===== config.mk =====
export PLATFORM = sky130hd
export DESIGN_NAME = line_write_stage
export DESIGN_NICKNAME = d
export VERILOG_FILES = /design/src/cache_pkg.sv /design/src/line_write_stage.sv
export VERILOG_INCLUDE_DIRS = /design/src
export SDC_FILE = /design/constraint.sdc
export NUM_CORES = 1
export LEC_CHECK = 0
export ABC_AREA = 1
export ABC_CLOCK_PERIOD_IN_PS = 2700
export BUFFER_PORTS_ARGS = -buffer_cell sky130_fd_sc_hd__buf_2
export CORE_AREA = 10 10 198 200
export DETAILED_ROUTE_END_ITERATION = 8
export DIE_AREA = 0 0 208 210
export MAX_ROUTING_LAYER = met4
export PLACE_DENSITY = 0.67
export SYNTH_ARGS = -nofsm -noshare
export SYNTH_HDL_FRONTEND = slang
export SYNTH_SLANG_ARGS = --single-unit

===== constraint.sdc =====
create_clock -name clk -period 2.7 [get_ports clk]
set_input_delay 0.54 -clock clk [delete_from_list [all_inputs] [get_ports clk]]
set_output_delay 0.54 -clock clk [all_outputs]
set_load 0.05 [all_outputs]

===== src/cache_defines.svh =====
//**************************************
// sizes of the cache data array.
// CACHE_SET_BITS must equal clog2 of CACHE_SETS.
// ways must be a power of two.
//**************************************
`ifndef CACHE_DEFINES_SVH
`define CACHE_DEFINES_SVH

// associativity.
`define CACHE_WAYS 4

// sets per way, and the index width that addresses them.
`define CACHE_SETS 32
`define CACHE_SET_BITS 5

// data words in one line.
`define CACHE_LINE_WORDS 4

// data bits per word, parity not included.
`define CACHE_WORD_BITS 64

`endif

===== src/cache_pkg.sv =====
//**************************************
// types shared by the cache data array.
// a stored word carries its parity bit as the msb.
//**************************************
`include "cache_defines.svh"

package cache_pkg;

  typedef logic [`CACHE_WORD_BITS-1:0] word_t;
  typedef logic [`CACHE_WORD_BITS:0] pword_t;

  // raw line, word 0 in the low bits.
  typedef logic [`CACHE_LINE_WORDS*`CACHE_WORD_BITS-1:0] line_t;
  // stored line, each word 65 bits with parity on top.
  typedef logic [`CACHE_LINE_WORDS*(`CACHE_WORD_BITS+1)-1:0] pline_t;

  typedef logic [`CACHE_SET_BITS-1:0] set_idx_t;
  typedef logic [$clog2(`CACHE_WAYS)-1:0] way_idx_t;
  typedef logic [`CACHE_WAYS-1:0] way_mask_t;
  typedef logic [`CACHE_LINE_WORDS-1:0] word_err_t;

  // write request from the write stage to every way RAM.
  typedef struct packed {
    logic en;
    set_idx_t set_idx;
    way_mask_t way_mask;
    pline_t pline;
  } ram_wr_t;

  // registered read response.
  typedef struct packed {
    line_t data;
    word_err_t err;
  } rd_rsp_t;

  typedef enum logic {
    INIT_CLEAR,
    INIT_READY
  } init_state_t;

endpackage


===== src/line_write_stage.sv =====
//**************************************
// clears every set of every way after reset.
// host writes are dropped while ready is low.
// one write per cycle, no back-pressure.
//**************************************
`include "cache_defines.svh"

module line_write_stage (
  input logic clk,
  input logic rst,
  input logic wr_en,
  input cache_pkg::set_idx_t wr_set,
  input cache_pkg::way_idx_t wr_way,
  input cache_pkg::line_t wr_data,
  output logic ready,
  output cache_pkg::ram_wr_t ram_wr
);

  import cache_pkg::*;

  localparam int PWORD_BITS = `CACHE_WORD_BITS + 1;

  init_state_t state;
  set_idx_t init_set;
  way_mask_t host_mask;
  pline_t host_pline;
  logic host_wr;

  // one-hot decode of the target way.
  always_comb begin
    host_mask = '0;
    host_mask[wr_way] = 1'b1;
  end

  // even parity on top of each word.
  always_comb begin
    for (int w = 0; w < `CACHE_LINE_WORDS; w++) begin
      host_pline[w*PWORD_BITS +: PWORD_BITS] =
        {^wr_data[w*`CACHE_WORD_BITS +: `CACHE_WORD_BITS],
         wr_data[w*`CACHE_WORD_BITS +: `CACHE_WORD_BITS]};
    end
  end

  assign host_wr = wr_en & ready;

  // the init sweep clears one set per cycle from set 0.
  always_ff @(posedge clk) begin
    if (rst) begin
      state <= INIT_CLEAR;
      init_set <= '0;
      ready <= 1'b0;
    end else begin
      if (state == INIT_CLEAR) begin
        init_set <= init_set + 1'b1;
        if (init_set == set_idx_t'(`CACHE_SETS - 1)) begin
          state <= INIT_READY;
        end
      end
      // ready follows one cycle later, when the last clear lands in the RAMs.
      ready <= (state == INIT_READY);
    end
  end

  always_ff @(posedge clk) begin
    if (rst) begin
      ram_wr.en <= 1'b0;
    end else begin
      ram_wr.en <= (state == INIT_CLEAR) | host_wr;
    end
    if (state == INIT_CLEAR) begin
      ram_wr.set_idx <= init_set;
      ram_wr.way_mask <= '1;
      ram_wr.pline <= '0;
    end else begin
      ram_wr.set_idx <= wr_set;
      ram_wr.way_mask <= host_mask;
      ram_wr.pline <= host_pline;
    end
  end

  // once the sweep is done, every write targets exactly one way.
  a_host_wr_onehot: assert property (
    @(posedge clk) disable iff (rst)
    (ready && ram_wr.en) |-> $onehot(ram_wr.way_mask)
  );

endmodule


Word-level counts from Yosys, hierarchy flattened
Index checks and enable logic that the tools add are counted.
W data, S select, Z words.
{ "classes": {"addsub": 1, "mul": 0, "n_div": 0, "magnitude_cmp": 2, "n_eq_ne": 1, "shifts": 0, "muxes": 5, "bitwise": 3, "n_reduce_logical": 5} }
{ "ops": {"columns": ["op", "count"], "rows": [
  ["$mux W269", 1],
  ["$reduce_xor A64 Y1", 4],
  ["$add A5 B1 Y5 const B", 1],
  ["$eq A5 B5 Y1 const B", 1],
  ["$lt A2 B3 Y1 const B", 1],
  ["$mux W1", 3],
  ["$demux W1 S2", 1],
  ["$ge A2 B1 Y1 const B", 1],
  ["$and A1 B1 Y1", 1],
  ["$logic_and A1 B1 Y1", 1],
  ["$not A1 Y1", 1],
  ["$or A1 B1 Y1", 1]
]} }
{ "word_totals": {"ff_bits": 277, "latch_bits": 0, "mem_bits_rw": 0, "rom_bits": 0, "inputBits": 266, "word_cells": 24, "mem_count": 0} }

Depth between registers and ports, before layout
Gate-level depths: netlist of the first run.
{ "logic_depth": {"depth_word": 5, "ltp_mapped": 16, "ltp_nobuf": 16} }

Worst setup path after synthesis of the first run
OpenSTA, ideal clock, no wires.
{ "synth_timing": {"kind": "input to register", "startpoint": "input port wr_data[67]", "endpoint": "register ram_wr[129] (netlist bit)", "t_arrival_ns": 1.395, "required_ns": 2.586, "setup_slack_ns": 1.191, "cell_stages": 12, "cell_sequence": "xnor2_1 -> inv_1 -> nand2_1 -> nand2_1 -> nand2_1 -> nand2_1 -> nand2_1 -> nand2_1 -> nand2_1 -> nand2_1 -> nor2_1 -> nor2_2"} }
{ "synth_between": {"elab_chain_len": 1} }
{ "synth_lines": {"columns": ["element", "line", "rtl"], "rows": [
  ["start: declaration", "line_write_stage.sv:14", "input cache_pkg::line_t wr_data,"],
  ["$reduce_xor A64 Y1", "line_write_stage.sv:39", "{^wr_data[w*`CACHE_WORD_BITS +: `CACHE_WORD_BITS],"],
  ["end: declaration", "line_write_stage.sv:16", "output cache_pkg::ram_wr_t ram_wr"]
]} }
Every way passes these cells.
A chain may end at the register's enable or synchronous reset.

Worst setup path in the final report of the first run
{ "layout_timing": {"startpoint": "register ready", "endpoint": "output port ready"} }
{ "layout_rtl": {"columns": ["element", "line", "rtl"], "rows": [
  ["start: declaration", "line_write_stage.sv:15", "output logic ready,"],
  ["start signal: assignment", "line_write_stage.sv:60", "ready <= (state == INIT_READY);"]
]} }
No word-level cell between the ends.

==> results.py, run 1 <==
metrics = {
    "global_routing": {
        "grt_max_degree": 114,
        "track_usage_pct": 20.4,
        "grt_pass1_vias": 14200,
        "grt_overflow": 0,
        "grt_antenna_before_repair": 13,
        "grt_pass1_wl_mm": 70.9,
    },
    "clock_tree": {
        "cts_max_level": 1,
        "clock_latency_ps": 570,
        "cts.clk_slew.worst_paths_ps": 60,
        "cts-hold-fix-buffers": 0,
        "cts_sinks": 277,
        "numCtsBuffers": 30,
        "clockRootBuffer": "clkbuf_16",
        "cts_tree": "done",
        "cts_resized": 0,
        "cts_setup_buffers": 0,
        "clockBufferDepth": 3,
    },
    "floorplan": {
        "pin_count": 537,
        "die_w_um": 208,
        "dieHeight_um": 210,
        "dieArea_sq_mm": 0.0437,
        "core_region_area_sq_mm": 0.0352,
        "rows": 69,
        "initial_core_util_pct": 39.8,
    },
    "setup_path": {
        "end_kind": "output pin",
        "reg2reg_from": "state",
        "path_delay_family": "flip-flops",
        "crit_chain": "buf_2",
        "crit_start": "ready",
        "critPathMaxFanout": 2,
        "slowest_stage": "dfxtp_1",
        "worstPathArrival_ps": 1270,
        "setup.worst_path.start_class": "flop",
        "critPathMaxStageDelay_ps": 400,
        "cp.required_ps": 2160,
        "cp_num_buf_inv": 1,
        "path_depth": 1,
        "critical_path_class": "reg -> out",
        "worstRegToRegCells": 3,
    },
    "sta": {
        "finClkSkew_ps": 20.3,
        "rsz0062_at_grt": "no",
        "min_period_ps": 1810,
        "hold_viol": 0,
        "fmax_ghz": 0.554,
        "fin_crit_sh_pct": 66.9,
        "setup_viol": 0,
        "drv_slew": 0,
        "setup_tns_ps": 0,
        "tightest_slew_ps": 553,
        "slew-limit-headroom_pct": 63.1,
    },
    "logic_synthesis": {
        "syn_area_sq_mm": 0.0140,
        "synth_nets": 2661,
        "synth_cell_types": 19,
        "ys_seq_area_share_pct": 39.6,
        "ys_seq_elements": 277,
        "ys_warn_count": 0,
        "syn_avg_cell_area_sq_um": 5.86,
        "synth_cells": 2393,
    },
    "power": {
        "vdd.ir_drop.worst_uv": 565,
        "total_power_mw": 9.86,
        "power.density_mw_per_mm2": 541,
        "p_leak_nw": 12.9,
    },
    "route": {
        "ant_nets": 0,
        "drt-total-wl_mm": 46.0,
        "detail_route.vias_per_cell": 4.34,
        "firstDrtPassIters": 5,
        "post_drt_wl_per_cell_um": 13.4,
        "drc_errors": 0,
        "dr_total_vias": 14900,
        "drt-initial-drc-count": 556,
    },
    "layout": {
        "area_delta_synth_final_pct": 30.1,
        "layout-drive-gt1-share_pct": 20.5,
        "nFillCells": 3520,
        "layout.nets": 3201,
    },
    "placement": {
        "dpl.hpwl_mm": 38.6,
        "portBuffers": 536,
        "gp_congestion": 0.875,
    },
    "min_path": {
        "hold_path_depth": 3,
        "hold_path.class": "in -> reg",
        "min_from": "wr_set[1]",
    },
    "status": {
        "status": "finished, final reports clean",
    },
    "flow_run": {
        "maxCapViolations": 0,
    },
}
cell type report:
class | count | area [sq um] | area share, %
clock inverters | 10 | 121 | 0.666
multi-input cells | 1609 | 6560 | 36.0
flip-flops and latches | 277 | 5550 | 30.4
repair buffers | 540 | 2740 | 15.0
inverters | 475 | 1780 | 9.78
diodes | 12 | 30.0 | 0.165
well taps | 461 | 577 | 3.16
clock buffers | 43 | 880 | 4.82
flip-flops by register name, summed over array words and instances, names as in the netlist:
register	count
ram_wr	270
init_set	5
ready	1
state	1
power breakdown:
group	total [mW]	switching (mW)	internal [mW]
clock	4.12	1.67	2.45
sequential	4.10	0.00392	4.09
combinational	1.64	1.04	0.596
total	9.86	2.72	7.14
cells in the mapped netlist:
| library cell | instances | share of area (%) |
|---|---|---|
| buf_1 | 2 | 0.054 |
| xor2_1 | 28 | 1.7 |
| a211oi_1 | 1 | 0.054 |
| o21ai_0 | 6 | 0.21 |
| inv_2 | 4 | 0.11 |
| clkbuf_8 | 1 | 0.098 |
| dfxtp_1 | 277 | 40 |
| a21oi_1 | 4 | 0.14 |
| clkbuf_1 | 28 | 0.75 |
| nand2_1 | 1410 | 38 |
| xnor2_1 | 56 | 3.5 |
| nor2_2 | 4 | 0.18 |
| nor3_1 | 3 | 0.11 |
| inv_1 | 471 | 13 |
| nand3_1 | 24 | 0.86 |
| buf_2 | 1 | 0.036 |
| nand2_2 | 8 | 0.36 |
| nor2_1 | 63 | 1.7 |
| ha_1 | 2 | 0.18 |
routing by layer:
metal	track usage [%]	wire, um
met5	-	0
met3	5.12	3520
met2	36.9	23000
met4	6.50	1160
met1	21.5	18300
metrics by stage:
stage | setup WS (ps) | hold slack, ps | utilization [%] | std cells | instance area, sq um
after detailed placement | 763 | 470 | 48.8 | 3362 | 17200
after global routing | 830 | 171 | 51.8 | 3427 | 18200
final | 895 | 179 | 51.8 | 3427 | 18200
after floorplan | 1190 | 444 | - | 2393 | 14000
after CTS | 832 | 140 | 51.7 | 3415 | 18200
after global placement | 793 | 462 | 48.8 | 3362 | 17200
kinds of logic (layout without fill, tap and decap cells):
logic type / count (synthesis) / count (layout) / share of synthesized area (%)
AOI/OAI and AO/OA: 11 / 11 / 0.411
DFF: 277 / 277 / 39.6
xor gates and xnor gates: 84 / 84 / 5.25
other: 0 / 12 / 0
and+or+nand+nor: 1512 / 1512 / 40.9
adders and majority gates: 2 / 2 / 0.178
buffers and inverters: 507 / 1068 / 13.7
final timing paths:
| kind | slack, ps | to |
|---|---|---|
| worst max-delay path | 890 | ready |
| worst min-delay path | 180 | ram_wr[265] |
| worst max register to register | 1460 | ram_wr[100] |
| worst min register to register | 480 | init_set[4] |
cells in the final DEF (no fill, tap or decap):
| cell type | Yosys | layout |
|---|---|---|
| nor2_1 | 63 | 63 |
| xnor2_1 | 56 | 56 |
| nand2_1 | 1410 | 1410 |
| clkinv_2 | 0 | 4 |
| a211oi_1 | 1 | 1 |
| nor3_1 | 3 | 3 |
| inv_1 | 471 | 471 |
| clkinv_4 | 0 | 1 |
| clkbuf_16 | 0 | 30 |
| clkbuf_8 | 1 | 8 |
| xor2_1 | 28 | 28 |
| buf_12 | 0 | 2 |
| diode_2 | 0 | 12 |
| inv_2 | 4 | 4 |
| dfxtp_4 | 0 | 1 |
| nor2_2 | 4 | 4 |
| bufinv_16 | 0 | 2 |
| o21ai_0 | 6 | 6 |
| dfxtp_1 | 277 | 276 |
| nand3_1 | 24 | 24 |
| clkbuf_1 | 28 | 5 |
| ha_1 | 2 | 2 |
| clkinv_8 | 0 | 1 |
| nand2_2 | 8 | 8 |
| buf_4 | 0 | 2 |
| a21oi_1 | 4 | 4 |
| inv_6 | 0 | 1 |
| buf_2 | 1 | 536 |
| clkinvlp_4 | 0 | 1 |
Note: power is estimated with default switching activity, not from simulation.
==> inputs of run 2 (changes only) <==
- ABC_AREA: 1 -> 0
- ABC_CLOCK_PERIOD_IN_PS: 2700 -> 1600
- CORE_AREA: 10 10 198 200 -> 10 10 203 205
- DIE_AREA: 0 0 208 210 -> 0 0 213 215
- PLACE_DENSITY: 0.67 -> 0.54
- clock period: 2.7 -> 1.6 ns (I/O delays scaled with it)
==> results.py, run 2 <==
metrics = {
    "floorplan": {
        "dieHeight_um": 215,
        "initial_core_util_pct": 26.1,
        "core_region_area_sq_mm": 0.0372,
        "rows": 71,
        "dieArea_sq_mm": 0.0458,
        "die_w_um": 213,
        "pin_count": 537,
    },
    "setup_path": {
        "crit_top_cell": "xnor2_1",
        "critPathMaxFanout": 2,
        "reg2reg_from": "init_set[0]",
        "cp.required_ps": 2040,
        "crit_start": "wr_data[45]",
        "crit_chain": "dlygate4sd3_1 > buf_2 > xnor2_2 > xnor2_1 > xnor2_1 > xnor2_1 > xnor2_1 > xnor2_1 > and2_1",
        "critPathMaxStageDelay_ps": 540,
        "critical_path_class": "in -> reg",
        "worstPathArrival_ps": 2050,
        "rrSetupSlack_ps": 310,
        "setup.worst_path.start_class": "input port",
        "slowest_stage": "dlygate4sd3_1",
        "crit_end": "ram_wr[64]",
        "worstRegToRegCells": 5,
        "end_kind": "flop",
        "r2r_end": "init_set[4]",
    },
    "placement": {
        "dpl.hpwl_mm": 28.2,
        "placed_cells": 1876,
        "gp_congestion": 0.819,
        "portBuffers": 536,
        "placedInstanceArea_sq_mm": 0.0133,
        "dpl_worst_slack_ps": -365,
    },
    "clock_tree": {
        "clockRootBuffer": "clkbuf_16",
        "clockBufferDepth": 3,
        "cts_max_level": 1,
        "clock_latency_ps": 550,
        "cts.clk_slew.worst_paths_ps": 60,
        "cts_tree": "done",
        "numCtsBuffers": 30,
        "cts_sinks": 277,
    },
    "logic_synthesis": {
        "syn_area_sq_mm": 0.00972,
        "synth_cell_types": 18,
        "ys.flop_type": "dfxtp_1",
        "ys_seq_elements": 277,
        "syn_avg_cell_area_sq_um": 11.4,
        "synth_compound_area_share_pct": 0.257,
        "synth_top_area_cell": "dfxtp_1",
        "synth_area_leaders": "dfxtp_1 (57%), xnor2_1 (20%), and2_1 (16%), xor2_1 (2.7%), clkbuf_1 (1.1%)",
        "ys_warn_count": 0,
        "synth_edf_count": 0,
        "synth_top_cells_by_count": "dfxtp_1 (277), and2_1 (256), xnor2_1 (225)",
        "ys_seq_area_share_pct": 57.1,
        "synthAdderAreaFrac_pct": 0.257,
        "synth_xor_area_share_pct": 23.0,
        "muxShareOfSynthArea_pct": 0.785,
        "netlist.area_leader.share_pct": 57.1,
        "yosys.area_share.simple_pct": 17.4,
        "synth_nets": 1119,
        "synth_cells": 851,
        "yosysMostFrequentCell": "dfxtp_1",
        "synth_top_family_by_area": "XOR/XNOR gates",
        "synth_async_sr_flop_share_pct": 0,
    },
    "layout": {
        "layout.cells.non_filler": 2120,
        "top_register": "ram_wr",
        "layout_commonest_cell": "buf_2",
        "finish.instance_area_sq_mm": 0.0164,
        "area_delta_synth_final_pct": 68.3,
        "layout.nets": 1889,
        "mostFrequentLayoutCells": "buf_2 (516), dfxtp_1 (276), and2_1 (256)",
        "largest_reg_flops": 270,
        "largestRegisters": "ram_wr: 270 flops, init_set: 5 flops",
        "layout-drive-gt1-share_pct": 38.3,
    },
    "route": {
        "ant_nets": 0,
        "dr_total_vias": 8358,
        "detail_route.vias_per_cell": 3.94,
        "drc_errors": 0,
        "drt-initial-drc-count": 276,
        "drt-total-wl_mm": 36.0,
        "firstDrtPassIters": 4,
        "post_drt_wl_per_cell_um": 17.0,
    },
    "status": {
        "status": "finished with violations",
        "violations": "negative setup slack",
    },
    "sta": {
        "min_period_ps": 1610,
        "setup_viol": 1,
        "drv_slew": 0,
        "fin_crit_sh_pct": 100,
        "slew-limit-headroom_pct": 67.9,
        "setup_slack_ps": -7.87,
        "finClkSkew_ps": 15.2,
        "rsz0062_at_grt": "yes",
        "tightest_slew_ps": 478,
        "hold_viol": 0,
        "fmax_ghz": 0.622,
    },
    "power": {
        "power.density_mw_per_mm2": 1030,
        "total_power_mw": 16.9,
        "p_leak_nw": 7.89,
        "vdd.ir_drop.worst_uv": 728,
    },
    "flow_run": {
        "maxCapViolations": 0,
    },
    "global_routing": {
        "track_usage_pct": 15.4,
        "grt_max_degree": 63,
        "grt_overflow": 0,
        "grt_pass1_wl_mm": 53.2,
        "grt_antenna_before_repair": 4,
        "grt_pass1_vias": 9340,
    },
    "min_path": {
        "hold_path.class": "in -> reg",
    },
}
## run 2: changes by cell type in the layout (fill, tap and decap cells not counted), sizes merged, moves of 24 or more
cell	previous run	this run
inv	476	3
nand2	1418	1
nor2	67	7
xnor2	56	225
dlygate4sd3	0	198
nand3	24	0
and2	0	260
## run 2: critical path: cells and delay by family
| kind | cells | cell delay, ps |
|---|---|---|
| XOR/XNOR | 6 | 880 |
| buffers and inverters | 2 | 690 |
| AND/OR/NAND/NOR | 1 | 150 |
## run 2: repair_timing
| item | 4_1_cts | 5_1_grt |
|---|---|---|
| gates resized for setup | 0 | 23 |
| setup endpoints to repair | 0 | 4 |
| hold buffers | 207 | 0 |
| buffers inserted | 0 | 0 |
| endpoints found under the hold margin | 208 | 0 |
## run 2: cell type report
class / count / area (sq um)
multi-input cells: 541 / 4150
well taps: 474 / 593
diodes: 4 / 10.0
inverters: 2 / 7.51
flip-flops and latches: 277 / 5550
clock inverters: 6 / 61.3
repair buffers: 769 / 5080
clock buffers: 47 / 896
fillers: 3606 / 20900
## run 2: power by group
part	switching, mW	internal (mW)	leakage [nW]
Combinational	1.31	1.90	5.19
Sequential	0.00945	6.91	2.23
Clock	2.76	3.98	0.468
Total	4.08	12.8	7.89
## run 2: metrics by stage
stage,setup TNS [ps],hold slack [ps],utilization (%)
after global placement,-1110,448,35.7
after CTS,0,0.221,43.8
after floorplan,0,420,-
final,-7.87,21.9,43.9
after global routing,-89.0,13.4,43.9
after detailed placement,-1100,462,35.7
## run 2: cell families (layout without fill, tap and decap cells)
family,Yosys count,after routing
AO/OA/AOI/OAI,5,5
XOR/XNOR,255,255
adder cells (fa/ha/maj),2,2
buffers and inverters,33,824
flip-flops,277,277
multiplexers,7,7
other,0,4
AND/OR/NAND/NOR,272,272
## run 2: worst min path at each step
stage	start	endpoint	slack, ps	cells past startpoint
4_1_cts	wr_data[117]	ram_wr[118]	0.2	2
6_report	wr_data[153]	ram_wr[155]	20	2
3_3_place_gp	ready	ram_wr[269]	450	2
2_1_floorplan	wr_way[1]	ram_wr[260]	420	1
3_5_place_dp	ready	ram_wr[269]	460	2
5_1_grt	wr_data[153]	ram_wr[155]	10	2
## run 2: routing by layer
metal  wire length, um  vias to the layer above  track usage, %
met2             18200                      330            27.2
met4               903                        0            4.81
met1             13400                     3847            15.7
li1                  -                     4126               -
met5                 0                        -               -
met3              3520                       55            5.24
==> inputs of run 3 (changes only) <==
- GPL_TIMING_DRIVEN: unset -> 0
==> results.py, run 3 (synthesized netlist as in run 2, its figures left out) <==
metrics = {
    "status": {
        "status": "finished with violations",
        "violations": "negative setup slack",
    },
    "floorplan": {
        "pin_count": 537,
        "core_region_area_sq_mm": 0.0372,
        "die_w_um": 213,
        "rows": 71,
        "dieArea_sq_mm": 0.0458,
        "initial_core_util_pct": 26.1,
        "dieHeight_um": 215,
    },
    "sta": {
        "min_period_ps": 1630,
        "finClkSkew_ps": 10.1,
        "setup_viol": 1,
        "hold_viol": 0,
        "drv_slew": 0,
        "holdWs_ps": 16.9,
        "slew-limit-headroom_pct": 56.9,
        "setup_tns_ps": -27.2,
        "tightest_slew_ps": 646,
        "rsz0062_at_grt": "yes",
        "fmax_ghz": 0.615,
        "setup_slack_ps": -27.2,
        "fin_crit_sh_pct": 102,
    },
    "min_path": {
        "hold_path_depth": 2,
        "min_from": "wr_data[11]",
        "min_to": "ram_wr[11]",
        "hold_path.class": "in -> reg",
    },
    "route": {
        "firstDrtPassIters": 4,
        "drt-total-wl_mm": 37.8,
        "post_drt_wl_per_cell_um": 18.0,
        "drc_errors": 0,
        "drt-initial-drc-count": 217,
        "dr_total_vias": 8338,
        "ant_nets": 0,
        "detail_route.vias_per_cell": 3.96,
    },
    "layout": {
        "finish.instance_area_sq_mm": 0.0164,
        "layout.nets": 1874,
        "layout_commonest_cell": "buf_2",
        "largestRegisters": "ram_wr: 270 flops, init_set: 5 flops",
        "top_register": "ram_wr",
        "layout.cells.non_filler": 2106,
        "area_delta_synth_final_pct": 68.7,
        "largest_reg_flops": 270,
        "mostFrequentLayoutCells": "buf_2 (489), dfxtp_1 (276), and2_1 (256)",
        "fin_util_pct": 44.0,
        "layout-drive-gt1-share_pct": 35.9,
    },
    "setup_path": {
        "worstRegToRegCells": 3,
        "critPathMaxFanout": 2,
        "r2r_end": "ram_wr[195]",
        "reg2reg_from": "state",
        "critical_path_class": "in -> reg",
        "setup.worst_path.start_class": "input port",
        "worstPathArrival_ps": 2080,
        "cp.required_ps": 2060,
        "end_kind": "flop",
        "rrSetupSlack_ps": 210,
    },
    "global_routing": {
        "grt_pass1_vias": 9322,
        "grt_max_degree": 15,
        "track_usage_pct": 16.1,
        "grt_overflow": 0,
        "grt_antenna_before_repair": 4,
        "grt_pass1_wl_mm": 54.8,
    },
    "power": {
        "p_seq_share_pct": 40.8,
        "power.density_mw_per_mm2": 1030,
        "internal-power_mw": 12.9,
        "clock_power_share_pct": 40.6,
        "p_sw_mw": 4.10,
        "pwr-share-comb_pct": 18.6,
        "vdd.ir_drop.worst_uv": 899,
        "p_leak_nw": 7.89,
        "p_sw_share_pct": 24.2,
    },
    "placement": {
        "portBuffers": 535,
        "placed_cells": 1860,
        "gp_congestion": 0.851,
        "dpl.hpwl_mm": 29.5,
        "placedInstanceArea_sq_mm": 0.0130,
    },
    "clock_tree": {
        "cts_max_level": 1,
        "cts_setup_buffers": 0,
        "clockBufferDepth": 3,
        "cts.clk_slew.worst_paths_ps": 60,
        "cts_tree": "done",
        "numCtsBuffers": 30,
        "clockRootBuffer": "clkbuf_16",
        "clock_latency_ps": 560,
        "cts_sinks": 277,
    },
    "flow_run": {
        "maxCapViolations": 0,
    },
}
-- run 3: final cells by class --
cell class | instances | area, sq um
Sequential cell | 277 | 5550
Inverter | 2 | 7.51
Fill cell | 3564 | 20800
Timing Repair Buffer | 723 | 4830
Clock inverter | 7 | 88.8
Buffer | 31 | 134
Clock buffer | 47 | 886
Tap cell | 474 | 593
Antenna cell | 4 | 10.0
Multi-Input combinational cell | 541 | 4300
-- run 3: layer usage --
layer | track usage (%) | wire, um | vias to the layer above
met1 | 16.0 | 13800 | 3848
met3 | 5.68 | 3650 | 53
met4 | 4.50 | 837 | 0
li1 | - | - | 4105
met2 | 29.0 | 19500 | 332
met5 | - | 0 | -
-- run 3: what timing repair did --
action	CTS	global route
gates resized for setup	11	53
pin swaps	0	52
endpoints found under the setup margin	231	36
hold buffers	233	1
hold endpoints to repair	234	1
-- run 3: power by group through the flow --
| stage | Combinational (mW) | Sequential (mW) | Clock, mW |
|---|---|---|---|
| after floorplan | 1.88 | 7.10 | 0 |
| after global placement | 2.67 | 7.07 | 0 |
| after detailed placement | 2.68 | 7.07 | 0 |
| after CTS | 3.14 | 6.92 | 7.07 |
| after global routing | 3.42 | 6.92 | 7.37 |
| final | 3.16 | 6.92 | 6.88 |
-- run 3: metrics by stage --
| step | worst slack, ps | power [mW] |
|---|---|---|
| floorplan | 180 | 8.98 |
| global placement | -404 | 9.74 |
| finish | -27.2 | 17.0 |
| CTS | 1.90 | 17.1 |
| detailed placement | -405 | 9.75 |
| global route | -86.0 | 17.7 |
-- run 3: critical path: stages --
cell and delay (ps):
dlygate4sd3_1 590, xnor2_2 160, xnor2_1 220, xnor2_1 110
xnor2_1 270, xnor2_1 140, xnor2_1 130, and2_1 150
-- run 3: worst max-delay path by stage --
stage             endpoint    startpoint  depth (start not counted)  slack, ps
2_1_floorplan  ram_wr[129]   wr_data[78]                          7        180
3_3_place_gp   ram_wr[259]  wr_data[255]                          8       -400
3_5_place_dp   ram_wr[259]  wr_data[255]                          8       -400
4_1_cts         ram_wr[64]    wr_data[0]                          9          2
5_1_grt        ram_wr[129]   wr_data[65]                          9        -90
6_report       ram_wr[129]  wr_data[101]                          8        -30
