`src/cache_defines.svh`:
```
//**************************************
// sizes of the cache data array.
// CACHE_SET_BITS must equal clog2 of CACHE_SETS.
// ways must be a power of two.
//**************************************
`ifndef CACHE_DEFINES_SVH
`define CACHE_DEFINES_SVH

// associativity.
`define CACHE_WAYS 4

// sets per way, and the index width that addresses them.
`define CACHE_SETS 32
`define CACHE_SET_BITS 5

// data words in one line.
`define CACHE_LINE_WORDS 4

// data bits per word, parity not included.
`define CACHE_WORD_BITS 64

`endif
```
`src/cache_pkg.sv`:
```
//**************************************
// types shared by the cache data array.
// a stored word carries its parity bit as the msb.
//**************************************
`include "cache_defines.svh"

package cache_pkg;

  typedef logic [`CACHE_WORD_BITS-1:0] word_t;
  typedef logic [`CACHE_WORD_BITS:0] pword_t;

  // raw line, word 0 in the low bits.
  typedef logic [`CACHE_LINE_WORDS*`CACHE_WORD_BITS-1:0] line_t;
  // stored line, each word 65 bits with parity on top.
  typedef logic [`CACHE_LINE_WORDS*(`CACHE_WORD_BITS+1)-1:0] pline_t;

  typedef logic [`CACHE_SET_BITS-1:0] set_idx_t;
  typedef logic [$clog2(`CACHE_WAYS)-1:0] way_idx_t;
  typedef logic [`CACHE_WAYS-1:0] way_mask_t;
  typedef logic [`CACHE_LINE_WORDS-1:0] word_err_t;

  // write request from the write stage to every way RAM.
  typedef struct packed {
    logic en;
    set_idx_t set_idx;
    way_mask_t way_mask;
    pline_t pline;
  } ram_wr_t;

  // registered read response.
  typedef struct packed {
    line_t data;
    word_err_t err;
  } rd_rsp_t;

  typedef enum logic {
    INIT_CLEAR,
    INIT_READY
  } init_state_t;

endpackage

```
`src/line_read_select.sv`:
```
//**************************************
// ORs the hit ways together, so more than
// one hit bit gives a merged line.
// a zero hit mask reads as zero, no error.
//**************************************
`include "cache_defines.svh"

module line_read_select (
  input logic clk,
  input logic rst,
  input logic rd_en_q,
  input cache_pkg::way_mask_t hit_way_q,
  input cache_pkg::pline_t [`CACHE_WAYS-1:0] way_lines,
  output logic rd_valid,
  output cache_pkg::rd_rsp_t rd_rsp
);

  import cache_pkg::*;

  localparam int PWORD_BITS = `CACHE_WORD_BITS + 1;

  pline_t hit_line;
  pword_t hit_word;
  line_t rsp_data;
  word_err_t rsp_err;

  // chained way combine as a plain OR.
  always_comb begin
    hit_line = '0;
    for (int i = 0; i < `CACHE_WAYS; i++) begin
      if (hit_way_q[i]) begin
        hit_line = hit_line | way_lines[i];
      end
    end
  end

  // odd parity over a stored word flags an error.
  always_comb begin
    hit_word = '0;
    for (int w = 0; w < `CACHE_LINE_WORDS; w++) begin
      hit_word = hit_line[w*PWORD_BITS +: PWORD_BITS];
      rsp_err[w] = ^hit_word;
      rsp_data[w*`CACHE_WORD_BITS +: `CACHE_WORD_BITS] =
        hit_word[`CACHE_WORD_BITS-1:0];
    end
  end

  always_ff @(posedge clk) begin
    if (rst) begin
      rd_valid <= 1'b0;
    end else begin
      rd_valid <= rd_en_q;
    end
  end

  always_ff @(posedge clk) begin
    rd_rsp.data <= rsp_data;
    rd_rsp.err <= rsp_err;
  end

  // a miss returns a valid response of zero data and no error.
  a_miss_reads_zero: assert property (
    @(posedge clk) disable iff (rst)
    (rd_en_q && hit_way_q == '0) |=> (rd_valid && rd_rsp == '0)
  );

endmodule

```
`config.mk`:
```
export PLATFORM = sky130hd
export DESIGN_NAME = line_read_select
export DESIGN_NICKNAME = d
export VERILOG_FILES = /design/src/cache_pkg.sv /design/src/line_read_select.sv
export VERILOG_INCLUDE_DIRS = /design/src
export SDC_FILE = /design/constraint.sdc
export NUM_CORES = 1
export LEC_CHECK = 0
export ABC_CLOCK_PERIOD_IN_PS = 2800
export BUFFER_PORTS_ARGS = -buffer_cell sky130_fd_sc_hd__buf_2
export CORE_AREA = 2 2 512 514
export DETAILED_ROUTE_END_ITERATION = 8
export DIE_AREA = 0 0 514 516
export GPL_ROUTABILITY_DRIVEN = 1
export PLACE_DENSITY = 0.3
export SYNTH_ARGS = -nofsm -noshare
export SYNTH_HDL_FRONTEND = slang
export SYNTH_SLANG_ARGS = --single-unit
```
`constraint.sdc`:
```
create_clock -name clk -period 2.8 [get_ports clk]
set_input_delay 0.56 -clock clk [delete_from_list [all_inputs] [get_ports clk]]
set_output_delay 0.56 -clock clk [all_outputs]
set_load 0.03 [all_outputs]
```
==> Yosys cells after proc, flatten, opt, wreduce, memory -nomap -nowiden <==
Index checks and enable logic that the tools add are counted.
{ "classes": {"n_reduce_logical": 4, "mux": 4, "n_bitwise": 3} }
{ "ops": {"columns": ["cell", "n"], "rows": [
  ["two-way mux 260 bit", 4],
  ["bitwise OR 260 bit", 3],
  ["XOR reduction 65 bit", 4]
]} }
{ "word_totals": {"regBits": 261, "in_bits": 1047} }

==> Depth between registers and ports, before layout <==
Gate-level depths: netlist of the first run.
{ "depth": {"word_depth": 8, "depth_mapped": 11, "depth_no_buf": 7} }

==> Worst setup path before layout of the first run <==
No wires, ideal clock.
{ "synth_timing": {"path_kind": "input to register", "from": "input hit_way_q[0]", "to": "register rd_rsp[0] (netlist name)", "cell_stages": 10, "t_arrival_ns": 2.339, "setup_slack_ns": 0.331, "n_path_buf": 3, "setup_ns": 0.130, "path_cell_list": "buf_6 -> buf_6 -> buf_6 -> a22oi_1 -> nand2_1 -> xnor2_2 -> xnor2_1 -> xnor2_1 -> xnor3_1 -> xnor3_1"} }
{ "synth_via": {"elab_chain_cells": 8} }
{ "synth_rtl": {"columns": ["item", "line", "rtl"], "rows": [
  ["start, declared", "line_read_select.sv:12", "input cache_pkg::way_mask_t hit_way_q,"],
  ["two-way mux 260 bit (*)", "line_read_select.sv:31", "if (hit_way_q[i]) begin"],
  ["bitwise OR 260 bit", "line_read_select.sv:32", "hit_line = hit_line | way_lines[i];"],
  ["two-way mux 260 bit (*)", "line_read_select.sv:31", null],
  ["bitwise OR 260 bit", "line_read_select.sv:32", null],
  ["two-way mux 260 bit (*)", "line_read_select.sv:31", null],
  ["bitwise OR 260 bit", "line_read_select.sv:32", null],
  ["two-way mux 260 bit (*)", "line_read_select.sv:31", null],
  ["via hit_line[24]", "line_read_select.sv:22", "pline_t hit_line;"],
  ["XOR reduction 65 bit (*)", "line_read_select.sv:42", "rsp_err[w] = ^hit_word;"],
  ["via rsp_err[0]", "line_read_select.sv:25", "word_err_t rsp_err;"],
  ["end, declared", "line_read_select.sv:15", "output cache_pkg::rd_rsp_t rd_rsp"]
]} }
Mark *: on every way through the listed nets, which the timed path passes. The rest lies on a longest branch.
A chain may end at the register's enable or synchronous reset.

==> Worst setup path in the final report of the first run <==
{ "layout_timing": {"from": "input hit_way_q[3]", "to": "register rd_rsp[0] (netlist name)"} }
{ "layout_via": {"elab_chain_cells": 2} }
{ "layout_rtl": {"columns": ["item", "line"], "rows": [
  ["two-way mux 260 bit", "line_read_select.sv:31"],
  ["via hit_line[21]", "line_read_select.sv:22"],
  ["XOR reduction 65 bit", "line_read_select.sv:42"],
  ["via rsp_err[0]", "line_read_select.sv:25"]
]} }
The timed path passes the listed nets, and every way through them passes these cells.

==> out/results.tsv, run 1 <==
stage	metric	value	unit
worst_setup_path	cpMostUsedCell	buf_12	
worst_setup_path	crit_end	rd_rsp[0]	
sta	rsz0062_at_grt	yes	
logic_synthesis	syn_area	13990	um^2
placement	port_buffers	1307	
cells_and_area	register_area	5225	um^2
worst_setup_path	start_kind	input port	
placement	hpwlAfterDp	173.1	mm
sta	whs	0.1553	ns
logic_synthesis	synth_cell_types	15	
die	core_area	259200	um^2
global_route	grt_overflow_total	0	
global_route	grt_pass1_vias	20430	
logic_synthesis	synth_mux_area_share	0	%
logic_synthesis	synthAdderAreaFrac	0	%
logic_synthesis	synth_compound_area_share	32.09	%
worst_setup_path	end_kind	flop	
die	std_cell_rows	187	
sta	hold_violations	0	
worst_setup_path	path_max_fanout	7	
worst_setup_path	slowest_stage	xnor3_2	
clocking	cts_buffers	42	
clocking	cts_tree	yes	
sta	min_period	2.801	ns
hold_path	holdPathStages	3	
worst_setup_path	critPathBufInv	7	
logic_synthesis	synth_top_family_by_area	compound AO/OA/AOI/OAI gates	
worst_setup_path	setup.worst_path.start	hit_way_q[3]	
worst_setup_path	arrival	3.35	ns
routing	wirelength	194.2	mm
die	initial_core_util	5.396	%
die	die_area	265200	um^2
cells_and_area	multi_input_area	9041	um^2
routing	dr.pass1.iters	7	
die	die_h	516	um
run_status	status	finished with violations	
sta	setup_violations	1	
placement	place_area	26840	um^2
routing	drt_iter0_drc	1102	
logic_synthesis	syn_inst	1394	
cells_and_area	design_area	30600	um^2
sta	worst_pin_slew	0.6240	ns
run_status	violations	negative setup slack	
clocking	clkSinkCount	261	
die	ios	1308	
cells_and_area	fill_cells	30216	
cells_and_area	nets	4062	
logic_synthesis	synth_xor_area_share	17.08	%
global_route	grt_pass1_wl	233.5	mm
power	p_leak	13.48	nW
job	cap_viol_max_count	0	
placement	placed_cells	6313	
sta	slew_viol_final	0	
sta	fin_crit_sh	100.0	%
logic_synthesis	yosys.area_share.simple	7.110	%
die	die_w	514	um
clocking	clkTransAtPathRegs	0.06	ns
routing	wl_per_cell	29.67	um
cells_and_area	syn_to_final_growth	118.7	%
worst_setup_path	slowest_delay	0.45	ns
placement	dp_slack	-1.698	ns
logic_synthesis	syn-num-nets	2441	
clocking	root_buffer	clkbuf_16	
logic_synthesis	ys_warn_count	0	
routing	avgViaCountPerCell	3.044	
logic_synthesis	yosysSeqAreaShare	37.35	%
worst_setup_path	path_depth	14	
routing	via_count	19926	
clocking	clock_path_buffers	3	
routing	drt.antenna.violating_nets	0	
logic_synthesis	ys_ff_latch	261	
routing	drc	0	
sta	fmax	357.0	MHz
clocking	cts-htree-levels	2	
worst_setup_path	critical_path.top_delay_family	XOR/XNOR gates	
sta	slew_headroom	58.10	%
power	powerDensity	628.1	nW/um^2
hold_path	hp-class	input port to flop	
global_route	antenna_found_initial	275	
power	ir_drop	0.3965	mV
worst_setup_path	critPathRequiredTime	3.35	ns
cells_and_area	drive_gt1_share	67.84	%
placement	gp_routability_congestion	0.9052	
worst_setup_path	path_class	input port to flop	
sta	setup_ws	-0.0008773	ns
cells_and_area	stdcell_count	6545	
global_route	grt_max_degree	49	
logic_synthesis	synth.avg_cell_area	10.04	um^2
worst_setup_path	cp_cell_sequence	buf_12 -> buf_12 -> buf_16 -> buf_12 -> a22oi_2 -> nand2_2 -> xnor2_2 -> xnor2_2 -> buf_6 -> xnor3_1 -> buf_4 -> xnor3_2 -> buf_12 -> xnor3_1	
global_route	grtUsageTotal	13.88	%
[where the power goes]
group	internal, mW	switching [mW]	leakage [nW]	total (mW)
clock network	3.41	2.42	0.699	5.83
logic	4.45	4.68	10.6	9.12
registers	4.11	0.152	2.19	4.27
[synthesized netlist by cell type (all sizes together)]
master | number | share of area (%)
xnor3 | 16 | 2.6
xnor2 | 204 | 13
dfxtp | 261 | 37
a221oi | 4 | 0.43
nand2 | 256 | 7.1
nor2b | 1 | 0.045
a22o | 4 | 0.25
xor2 | 20 | 1.3
buf | 116 | 6.4
a22oi | 512 | 31
[worst min-delay path by stage]
stage | startpoint | end | slack [ns]
2_1_floorplan | rst | rd_valid | 0.63
3_3_place_gp | rst | rd_valid | 0.72
3_5_place_dp | rst | rd_valid | 0.73
4_1_cts | way_lines[467] | rd_rsp[208] | 0.05
5_1_grt | way_lines[505] | rd_rsp[246] | 0.1
6_report | way_lines[467] | rd_rsp[208] | 0.16
[flip-flops by register name (all words and copies together) (netlist names)]
register,cells
rd_rsp,260
rd_valid,1
[layout by cell type, fill, tap and decap left out, types with 13 or more instances in the layout]
| cell type | count |
|---|---|
| buf_2 | 1303 |
| a22oi_1 | 342 |
| buf_4 | 307 |
| dfxtp_1 | 261 |
| nand2_1 | 215 |
| a22oi_2 | 170 |
| xnor2_1 | 121 |
| diode_2 | 96 |
| xnor2_2 | 70 |
| clkbuf_16 | 44 |
| nand2_2 | 37 |
| buf_12 | 33 |
| buf_6 | 22 |
| xor2_1 | 14 |
| xnor3_1 | 14 |
| xnor2_4 | 13 |
[cells by family (layout without fill, tap and decap cells)]
kind of cell,Yosys count,after routing
buffers and inverters,116,1769
AND/OR/NAND/NOR,257,257
XOR/XNOR,240,240
AO/OA/AOI/OAI,520,520
other,0,96
flip-flops,261,261
[metrics by stage]
stage	power [mW]	setup TNS, ns	utilization, %
global route	20.30	-0.02582	11.75
floorplan	7.950	0	-
global placement	13.07	-5.702	10.35
finish	19.22	-0.0008773	11.80
detailed placement	13.04	-5.653	10.35
CTS	19.75	-0.004218	11.38
[timing repair]
item,in CTS,in global routing
resized for setup,136,115
pin swaps,44,59
buffers inserted,32,20
hold buffers,1,0
endpoints found under the hold margin,1,0
setup endpoints to repair,4,5
gates cloned,6,2
[routing by layer]
metal,part of all wire [%],vias up,GRT usage [%]
met5,0.54,-,0
met4,4.2,156,4.558
met3,11,493,6.592
met2,46,1374,23.07
met1,38,9341,15.52
li1,-,8562,-
[area by class of cell]
| class | count | share of cell area [%] |
|---|---|---|
| clock inverter | 20 | 0.8465 |
| antenna | 96 | 0.7852 |
| timing repair buffer | 1693 | 33.99 |
| multi-input combinational | 1017 | 29.55 |
| tap | 3402 | 13.91 |
| sequential | 261 | 17.08 |
| clock buffer | 56 | 3.836 |
No activity file was read; power rests on OpenSTA's default activity.
==> inputs of run 2 (changes only) <==
Settings changed: MAX_ROUTING_LAYER from default to met4.
==> run 2 against run 1 <==
Effect of this change: the run now fails in 5_2_route; global-route usage rose by 0.49 points; synthesized area stayed put; synthesized cell count stayed put.
==> out/results.tsv, run 2 <==
stage	metric	value	unit	change
logic_synthesis	yosysTopAreaCellShare	37.35	%	unchanged
die	die_h	516	um	unchanged
logic_synthesis	synth.area.top_cells	dfxtp_1 (37%), a22oi_1 (22%), xnor2_1 (12%)		
logic_synthesis	ys_top_cells_by_count	a22oi_1 (402), dfxtp_1 (261), nand2_1 (245), xnor2_1 (195), a22oi_2 (110)		
placement	gp_routability_congestion	0.9428		+4.2%
logic_synthesis	synth_edf_count	0		unchanged
placement	port_buffers	1307		unchanged
logic_synthesis	synth_cell_types	15		unchanged
logic_synthesis	syn-num-nets	2441		unchanged
sta	postGrtWorstEndpoint	rd_rsp[3]$_DFF_P_/D		
logic_synthesis	yosysSeqAreaShare	37.35	%	unchanged
global_route	grt_pass1_vias	20272		-0.77%
logic_synthesis	synthMostInstantiatedCell	a22oi_1		
clocking	cts-htree-levels	2		unchanged
die	ios	1308		unchanged
logic_synthesis	ys_ff_latch	261		unchanged
sta	worst-ep-kind	register data pin		
placement	hpwlAfterDp	172.6	mm	-0.27%
logic_synthesis	synth_flop_cell	dfxtp_1		
clocking	root_buffer	clkbuf_16		
global_route	grt_overflow_total	0		unchanged
global_route	antenna_found_initial	263		-4.4%
run_status	haltStage	5_2_route		
logic_synthesis	yosysTopAreaCell	dfxtp_1		
global_route	grtUsageTotal	14.37	%	+0.49 points
global_route	grt_max_degree	49		unchanged
logic_synthesis	ys_warn_count	0		unchanged
die	die_w	514	um	unchanged
global_route	grt_pass1_wl	234.1	mm	+0.26%
logic_synthesis	syn_area	13990	um^2	unchanged
logic_synthesis	syn_inst	1394		unchanged
logic_synthesis	synth.avg_cell_area	10.04	um^2	unchanged
placement	placed_cells	6298		-0.24%
logic_synthesis	synth-async-reset-ratio	0	%	unchanged
clocking	clkSinkCount	261		unchanged
run_status	error	[ERROR DRT-0255] Maze Route cannot find path of net way_lines[251] in worker of routeBox ( 483000 0 ) ( 514000 48300 ).		
die	std_cell_rows	187		unchanged
die	initial_core_util	5.396	%	unchanged
clocking	clock_path_buffers	3		unchanged
run_status	status	aborted with a tool error		
clocking	cts_buffers	42		unchanged
## run 2: per-stage QoR
step | hold slack (ns) | instance area [um^2] | worst slack, ns
after global routing | 0.1079 | 30280 | -0.02572
after global placement | 0.7228 | 26680 | -1.777
after floorplan | 0.6316 | 13990 | 0.3311
after detailed placement | 0.7227 | 26680 | -1.752
after CTS | 0.06321 | 29400 | -0.004517
## run 2: kinds of logic after synthesis
logic type	Yosys count	share of synthesized area, %
DFF	261	37.35
AOI/OAI and AO/OA	520	32.09
and+or+nand+nor	257	7.110
buffers and inverters	116	6.368
xor gates and xnor gates	240	17.08
## run 2: repair_timing
item	CTS	global route
hold buffers	1	0
setup endpoints to repair	4	5
hold endpoints to repair	1	0
gates cloned	8	2
pin swaps	37	45
setup buffers	29	8
resized for setup	138	85
## run 2: routing by layer
layer  global-route usage [%]
met1                    15.45
met2                    23.52
met3                    6.766
met4                    4.114
met5                        -
==> inputs of run 3 (changes only) <==
Settings changed: CORE_AREA 2 2 512 514 to 2 2 510 512, DIE_AREA 0 0 514 516 to 0 0 512 514, MAX_ROUTING_LAYER met4 to default, PLACE_DENSITY 0.3 to default, PLACE_DENSITY_LB_ADDON from default to 0.15.
==> run 3 against run 2 <==
Effect of this change: the flow now finishes without violations; global-route usage fell by 1.3 points.
==> out/results.tsv, run 3 (same netlist as run 1, synthesis figures left out) <==
stage	metric	value	unit	change
cells_and_area	final_common_cell	buf_2		
worst_setup_path	path_max_fanout	16		
sta	slew_viol_final	0		
global_route	grt_overflow_total	0		unchanged
clocking	clkTransAtPathRegs	0.07	ns	
die	die_area	263200	um^2	
clocking	cts-htree-levels	2		unchanged
clocking	clock_path_buffers	3		unchanged
routing	drc	0		
cells_and_area	drive_gt1_share	64.45	%	
die	die_w	512	um	-0.39%
sta	fin_crit_sh	98.42	%	
routing	wirelength	179.4	mm	
sta	setup_ws	0.04423	ns	
global_route	grt_pass1_wl	222.2	mm	-5.1%
cells_and_area	fill_cells	30066		
worst_setup_path	cp_cell_sequence	buf_8 -> buf_6 -> buf_4 -> a22oi_2 -> nand2_2 -> xnor2_2 -> xnor2_4 -> xnor2_4 -> buf_12 -> xnor3_1 -> xnor3_1		
worst_setup_path	setup.worst_path.start	hit_way_q[0]		
worst_setup_path	end_kind	flop		
routing	avgViaCountPerCell	2.944		
placement	port_buffers	1307		unchanged
placement	hpwlAfterDp	160.7	mm	-6.9%
placement	gp_routability_congestion	0.8860		-6.0%
power	ir_drop	0.3733	mV	
sta	min_period	2.756	ns	
job	cap_viol_max_count	0		
hold_path	hold_start	way_lines[1019]		
routing	drt.antenna.violating_nets	0		
cells_and_area	largest_register_ffs	260		
worst_setup_path	critPathBufInv	4		
worst_setup_path	slowest_delay	0.40	ns	
hold_path	min_to	rd_rsp[240]		
worst_setup_path	critical_path.top_delay_family	XOR/XNOR gates		
die	std_cell_rows	187		unchanged
sta	slew_headroom	63.72	%	
clocking	root_buffer	clkbuf_16		
worst_setup_path	slowest_stage	a22oi_2		
die	ios	1308		unchanged
cells_and_area	syn_to_final_growth	110.9	%	
die	die_h	514	um	-0.39%
cells_and_area	stdcell_count	6478		
worst_setup_path	path_class	input port to flop		
global_route	grtUsageTotal	13.12	%	-1.3 points
routing	via_count	19071		
sta	fmax	362.9	MHz	
sta	setup_violations	0		
global_route	grt_max_degree	40		-18%
hold_path	holdPathStages	3		
worst_setup_path	arrival	3.30	ns	
run_status	status	finished clean		
cells_and_area	final_util	11.43	%	
cells_and_area	nets	4045		
worst_setup_path	start_kind	input port		
die	core_area	258100	um^2	
power	powerDensity	646.7	nW/um^2	
clocking	clkSinkCount	261		unchanged
placement	placed_cells	6348		+0.79%
clocking	cts_buffers	45		+7.1%
cells_and_area	layout_common_cells	buf_2 (1303), a22oi_1 (386), buf_4 (316)		
routing	wl_per_cell	27.69	um	
cells_and_area	top_register	rd_rsp		
worst_setup_path	critPathRequiredTime	3.34	ns	
global_route	antenna_found_initial	221		-16%
sta	worst_pin_slew	0.5403	ns	
global_route	grt_pass1_vias	20166		-0.52%
cells_and_area	top_regs	rd_rsp: 260 flops, rd_valid: 1 flops		
routing	dr.pass1.iters	5		
hold_path	hp-class	input port to flop		
placement	dp_slack	-1.636	ns	+0.1157 ns
die	initial_core_util	5.421	%	+0.024 points
routing	drt_iter0_drc	906		
power	p_leak	13.07	nW	
clocking	cts_tree	yes		
sta	hold_violations	0		
==> run 3: layout make-up <==
type | count | area (um^2) | share of cell area [%]
clock inverters | 19 | 250.2 | 0.8480
well taps | 3402 | 4257 | 14.42
repair buffers | 1673 | 9899 | 33.55
diodes | 44 | 110.1 | 0.3731
clock buffers | 62 | 1280 | 4.338
flip-flops and latches | 261 | 5225 | 17.71
multi-input cells | 1017 | 8488 | 28.76
==> run 3: how the worst max path moves through the flow <==
stage	end	slack [ns]	cells after the start
5_1_grt	rd_rsp[0]	-0.0009	13
4_1_cts	rd_rsp[3]	-0.004	11
2_1_floorplan	rd_rsp[0]	0.33	10
3_3_place_gp	rd_rsp[3]	-1.69	11
3_5_place_dp	rd_rsp[3]	-1.64	11
6_report	rd_rsp[3]	0.04	11
==> run 3: routing by layer <==
metal / global-route usage (%) / share of wire, %
met5: 0 / 0.35
met4: 3.172 / 2.9
met3: 5.416 / 9.8
met2: 22.16 / 47
met1: 15.26 / 40
==> run 3: stage by stage <==
| stage | hold slack (ns) | area, um^2 | power, mW | setup TNS [ns] |
|---|---|---|---|---|
| final | 0.1400 | 29510 | 19.08 | 0 |
| after global routing | 0.07049 | 29440 | 20.32 | -0.0009128 |
| after CTS | 0.02172 | 29170 | 19.90 | -0.004239 |
| after detailed placement | 0.7287 | 27110 | 13.05 | -5.475 |
| after global placement | 0.7358 | 27110 | 13.09 | -5.466 |
| after floorplan | 0.6316 | 13990 | 7.950 | 0 |
==> run 3: repair_timing <==
item                                    4_1_cts  5_1_grt
buffers inserted                              2        0
pin swaps                                     9        6
cloned                                        1        1
hold buffers                                  1        0
resized for setup                            67       32
endpoints found under the setup margin        4        4
endpoints found under the hold margin         1        0
==> run 3: power breakdown <==
part	internal [mW]	switching [mW]	total [mW]	leakage, nW
registers	4.11	0.123	4.24	2.19
clock network	3.65	2.50	6.15	0.746
logic	4.24	4.45	8.70	10.1
==> inputs of run 4 (changes only) <==
Settings changed: BUFFER_PORTS_ARGS -buffer_cell sky130_fd_sc_hd__buf_2 to default, DONT_BUFFER_PORTS from default to 1.
==> run 4 against run 3 <==
Effect of this change: the run now ends with max-slew violations, negative setup slack left; power fell by 10%; critical endpoint is now rd_rsp[1]; highest routed layer unchanged; core utilization is 2.7 points lower; critical path type unchanged; count of clock-buffer cells in the layout is the same; sequential share of layout area is 5.4 points higher; largest power group unchanged; maximum frequency is 19% lower.
==> out/results.tsv, run 4 (same netlist as run 1, synthesis figures left out) <==
stage	metric	value	unit	change
run_status	status	finished with violations		
run_status	violations	max-slew violations, negative setup slack		
sta	setup_violations	4		+4
sta	slew_headroom	-21.89	%	-86 points
worst_setup_path	end_kind	flop		
die	die_h	514	um	unchanged
placement	port_buffers	0		-100%
routing	dr.pass1.iters	5		unchanged
global_route	grt_pass1_vias	14257		-29%
cells_and_area	final_common_cell	a22oi_1		
clocking	clock_path_buffers	3		unchanged
sta	fin_crit_sh	121.3	%	+23 points
cells_and_area	layout_common_cells	a22oi_1 (382), dfxtp_1 (261), nand2_1 (240)		
sta	hold_violations	0		unchanged
placement	dp_slack	-1.619	ns	+0.01698 ns
die	initial_core_util	5.421	%	unchanged
cells_and_area	top_regs	rd_rsp: 260 flops, rd_valid: 1 flops		
routing	drt.antenna.violating_nets	0		unchanged
clocking	cts_tree	yes		
global_route	grt_max_degree	261		+550%
cells_and_area	nets	2729		-33%
global_route	grt_overflow_total	0		unchanged
hold_path	hp-class	input port to flop		
clocking	cts-htree-levels	2		unchanged
cells_and_area	syn_to_final_growth	61.52	%	
sta	worst_pin_slew	1.828	ns	+1.288 ns
worst_setup_path	cp_cell_sequence	a22oi_2 -> nand2_4 -> xnor2_4 -> xnor2_2 -> buf_4 -> xnor3_2 -> xnor3_2 -> xnor3_1		
sta	min_period	3.396	ns	+0.6402 ns
worst_setup_path	start_kind	input port		
worst_setup_path	critPathRequiredTime	3.34	ns	about the same
die	die_w	512	um	unchanged
routing	wirelength	161.3	mm	-10%
die	ios	1308		unchanged
power	powerDensity	756.3	nW/um^2	+17%
power	ir_drop	0.4172	mV	+12%
clocking	root_buffer	clkbuf_16		
global_route	antenna_found_initial	165		-25%
worst_setup_path	path_class	input port to flop		
routing	drt_iter0_drc	800		-12%
die	die_area	263200	um^2	unchanged
power	power	17.09	mW	-10%
global_route	grt_pass1_wl	190.5	mm	-14%
cells_and_area	final_util	8.756	%	-2.7 points
clocking	clkSinkCount	261		unchanged
routing	via_count	13858		-27%
worst_setup_path	critical_path.top_delay_family	XOR/XNOR gates		
power	p_leak	7.548	nW	-42%
worst_setup_path	slowest_stage	a22oi_2		
global_route	grtUsageTotal	11.70	%	-1.4 points
worst_setup_path	cpMostUsedCell	xnor3_2		
sta	setup_ws	-0.5960	ns	-0.6402 ns
cells_and_area	largest_register_ffs	260		unchanged
worst_setup_path	critPathBufInv	1		-3
clocking	cts_buffers	44		-2.2%
worst_setup_path	arrival	3.93	ns	+0.63 ns
cells_and_area	top_register	rd_rsp		
sta	rsz0062_at_grt	yes		
sta	fmax	294.5	MHz	-19%
clocking	clkTransAtPathRegs	0.06	ns	about the same
die	std_cell_rows	187		unchanged
routing	drc	0		unchanged
die	core_area	258100	um^2	unchanged
placement	gp_routability_congestion	0.9047		+2.1%
worst_setup_path	slowest_delay	0.85	ns	+0.45 ns
routing	wl_per_cell	31.10	um	+12%
cells_and_area	drive_gt1_share	27.80	%	-37 points
routing	avgViaCountPerCell	2.671		-9.3%
placement	hpwlAfterDp	138.1	mm	-14%
job	cap_viol_max_count	0		unchanged
sta	slew_viol_final	84		+84
worst_setup_path	path_max_fanout	261		+245
## run 4: path summary, 6_finish.rpt
| kind | start | end | slack [ns] | cells past startpoint |
|---|---|---|---|---|
| max | hit_way_q[3] | rd_rsp[1] | -0.60 | 8 |
| min | way_lines[358] | rd_rsp[101] | 0.08 | 2 |
## run 4: layout make-up
| class | instances | area [um^2] |
|---|---|---|
| clock buffer | 62 | 1220 |
| timing repair buffer | 358 | 3261 |
| multi-input combinational | 1017 | 8254 |
| clock inverter | 18 | 205.2 |
| antenna | 70 | 175.2 |
| sequential | 261 | 5225 |
| tap | 3402 | 4257 |
| fill | 30058 | 235500 |
## run 4: what timing repair did
item	CTS	global route
hold buffers	134	0
setup endpoints to repair	4	4
endpoints found under the hold margin	78	0
pin swaps	3	28
cloned	0	0
resized for setup	23	38
buffers inserted	0	1
## run 4: per-layer routing
layer / vias to the layer above / track usage, % / share of wire (%)
met3: 325 / 5.671 / 11
li1: 5869 / - / -
met2: 1111 / 19.34 / 47
met5: - / 0 / 0.29
met1: 6485 / 12.81 / 38
met4: 68 / 4.603 / 4.2
## run 4: power by group
part / internal, mW / leakage [nW] / switching (mW)
Clock: 3.32 / 0.683 / 2.46
Sequential: 4.12 / 2.19 / 1.06
Combinational: 3.30 / 4.67 / 2.82
## run 4: metrics by stage
stage / setup TNS (ns) / cells / hold WS [ns] / area [um^2]
floorplan: 0 / 1394 / 0.6316 / 13990
global placement: -5.184 / 4903 / 0.6503 / 19270
detailed placement: -5.122 / 4903 / 0.6516 / 19270
CTS: -0.1192 / 5117 / 0.000003830 / 22180
global route: -0.8587 / 5159 / 0.02507 / 22520
finish: -2.116 / 5188 / 0.08279 / 22600
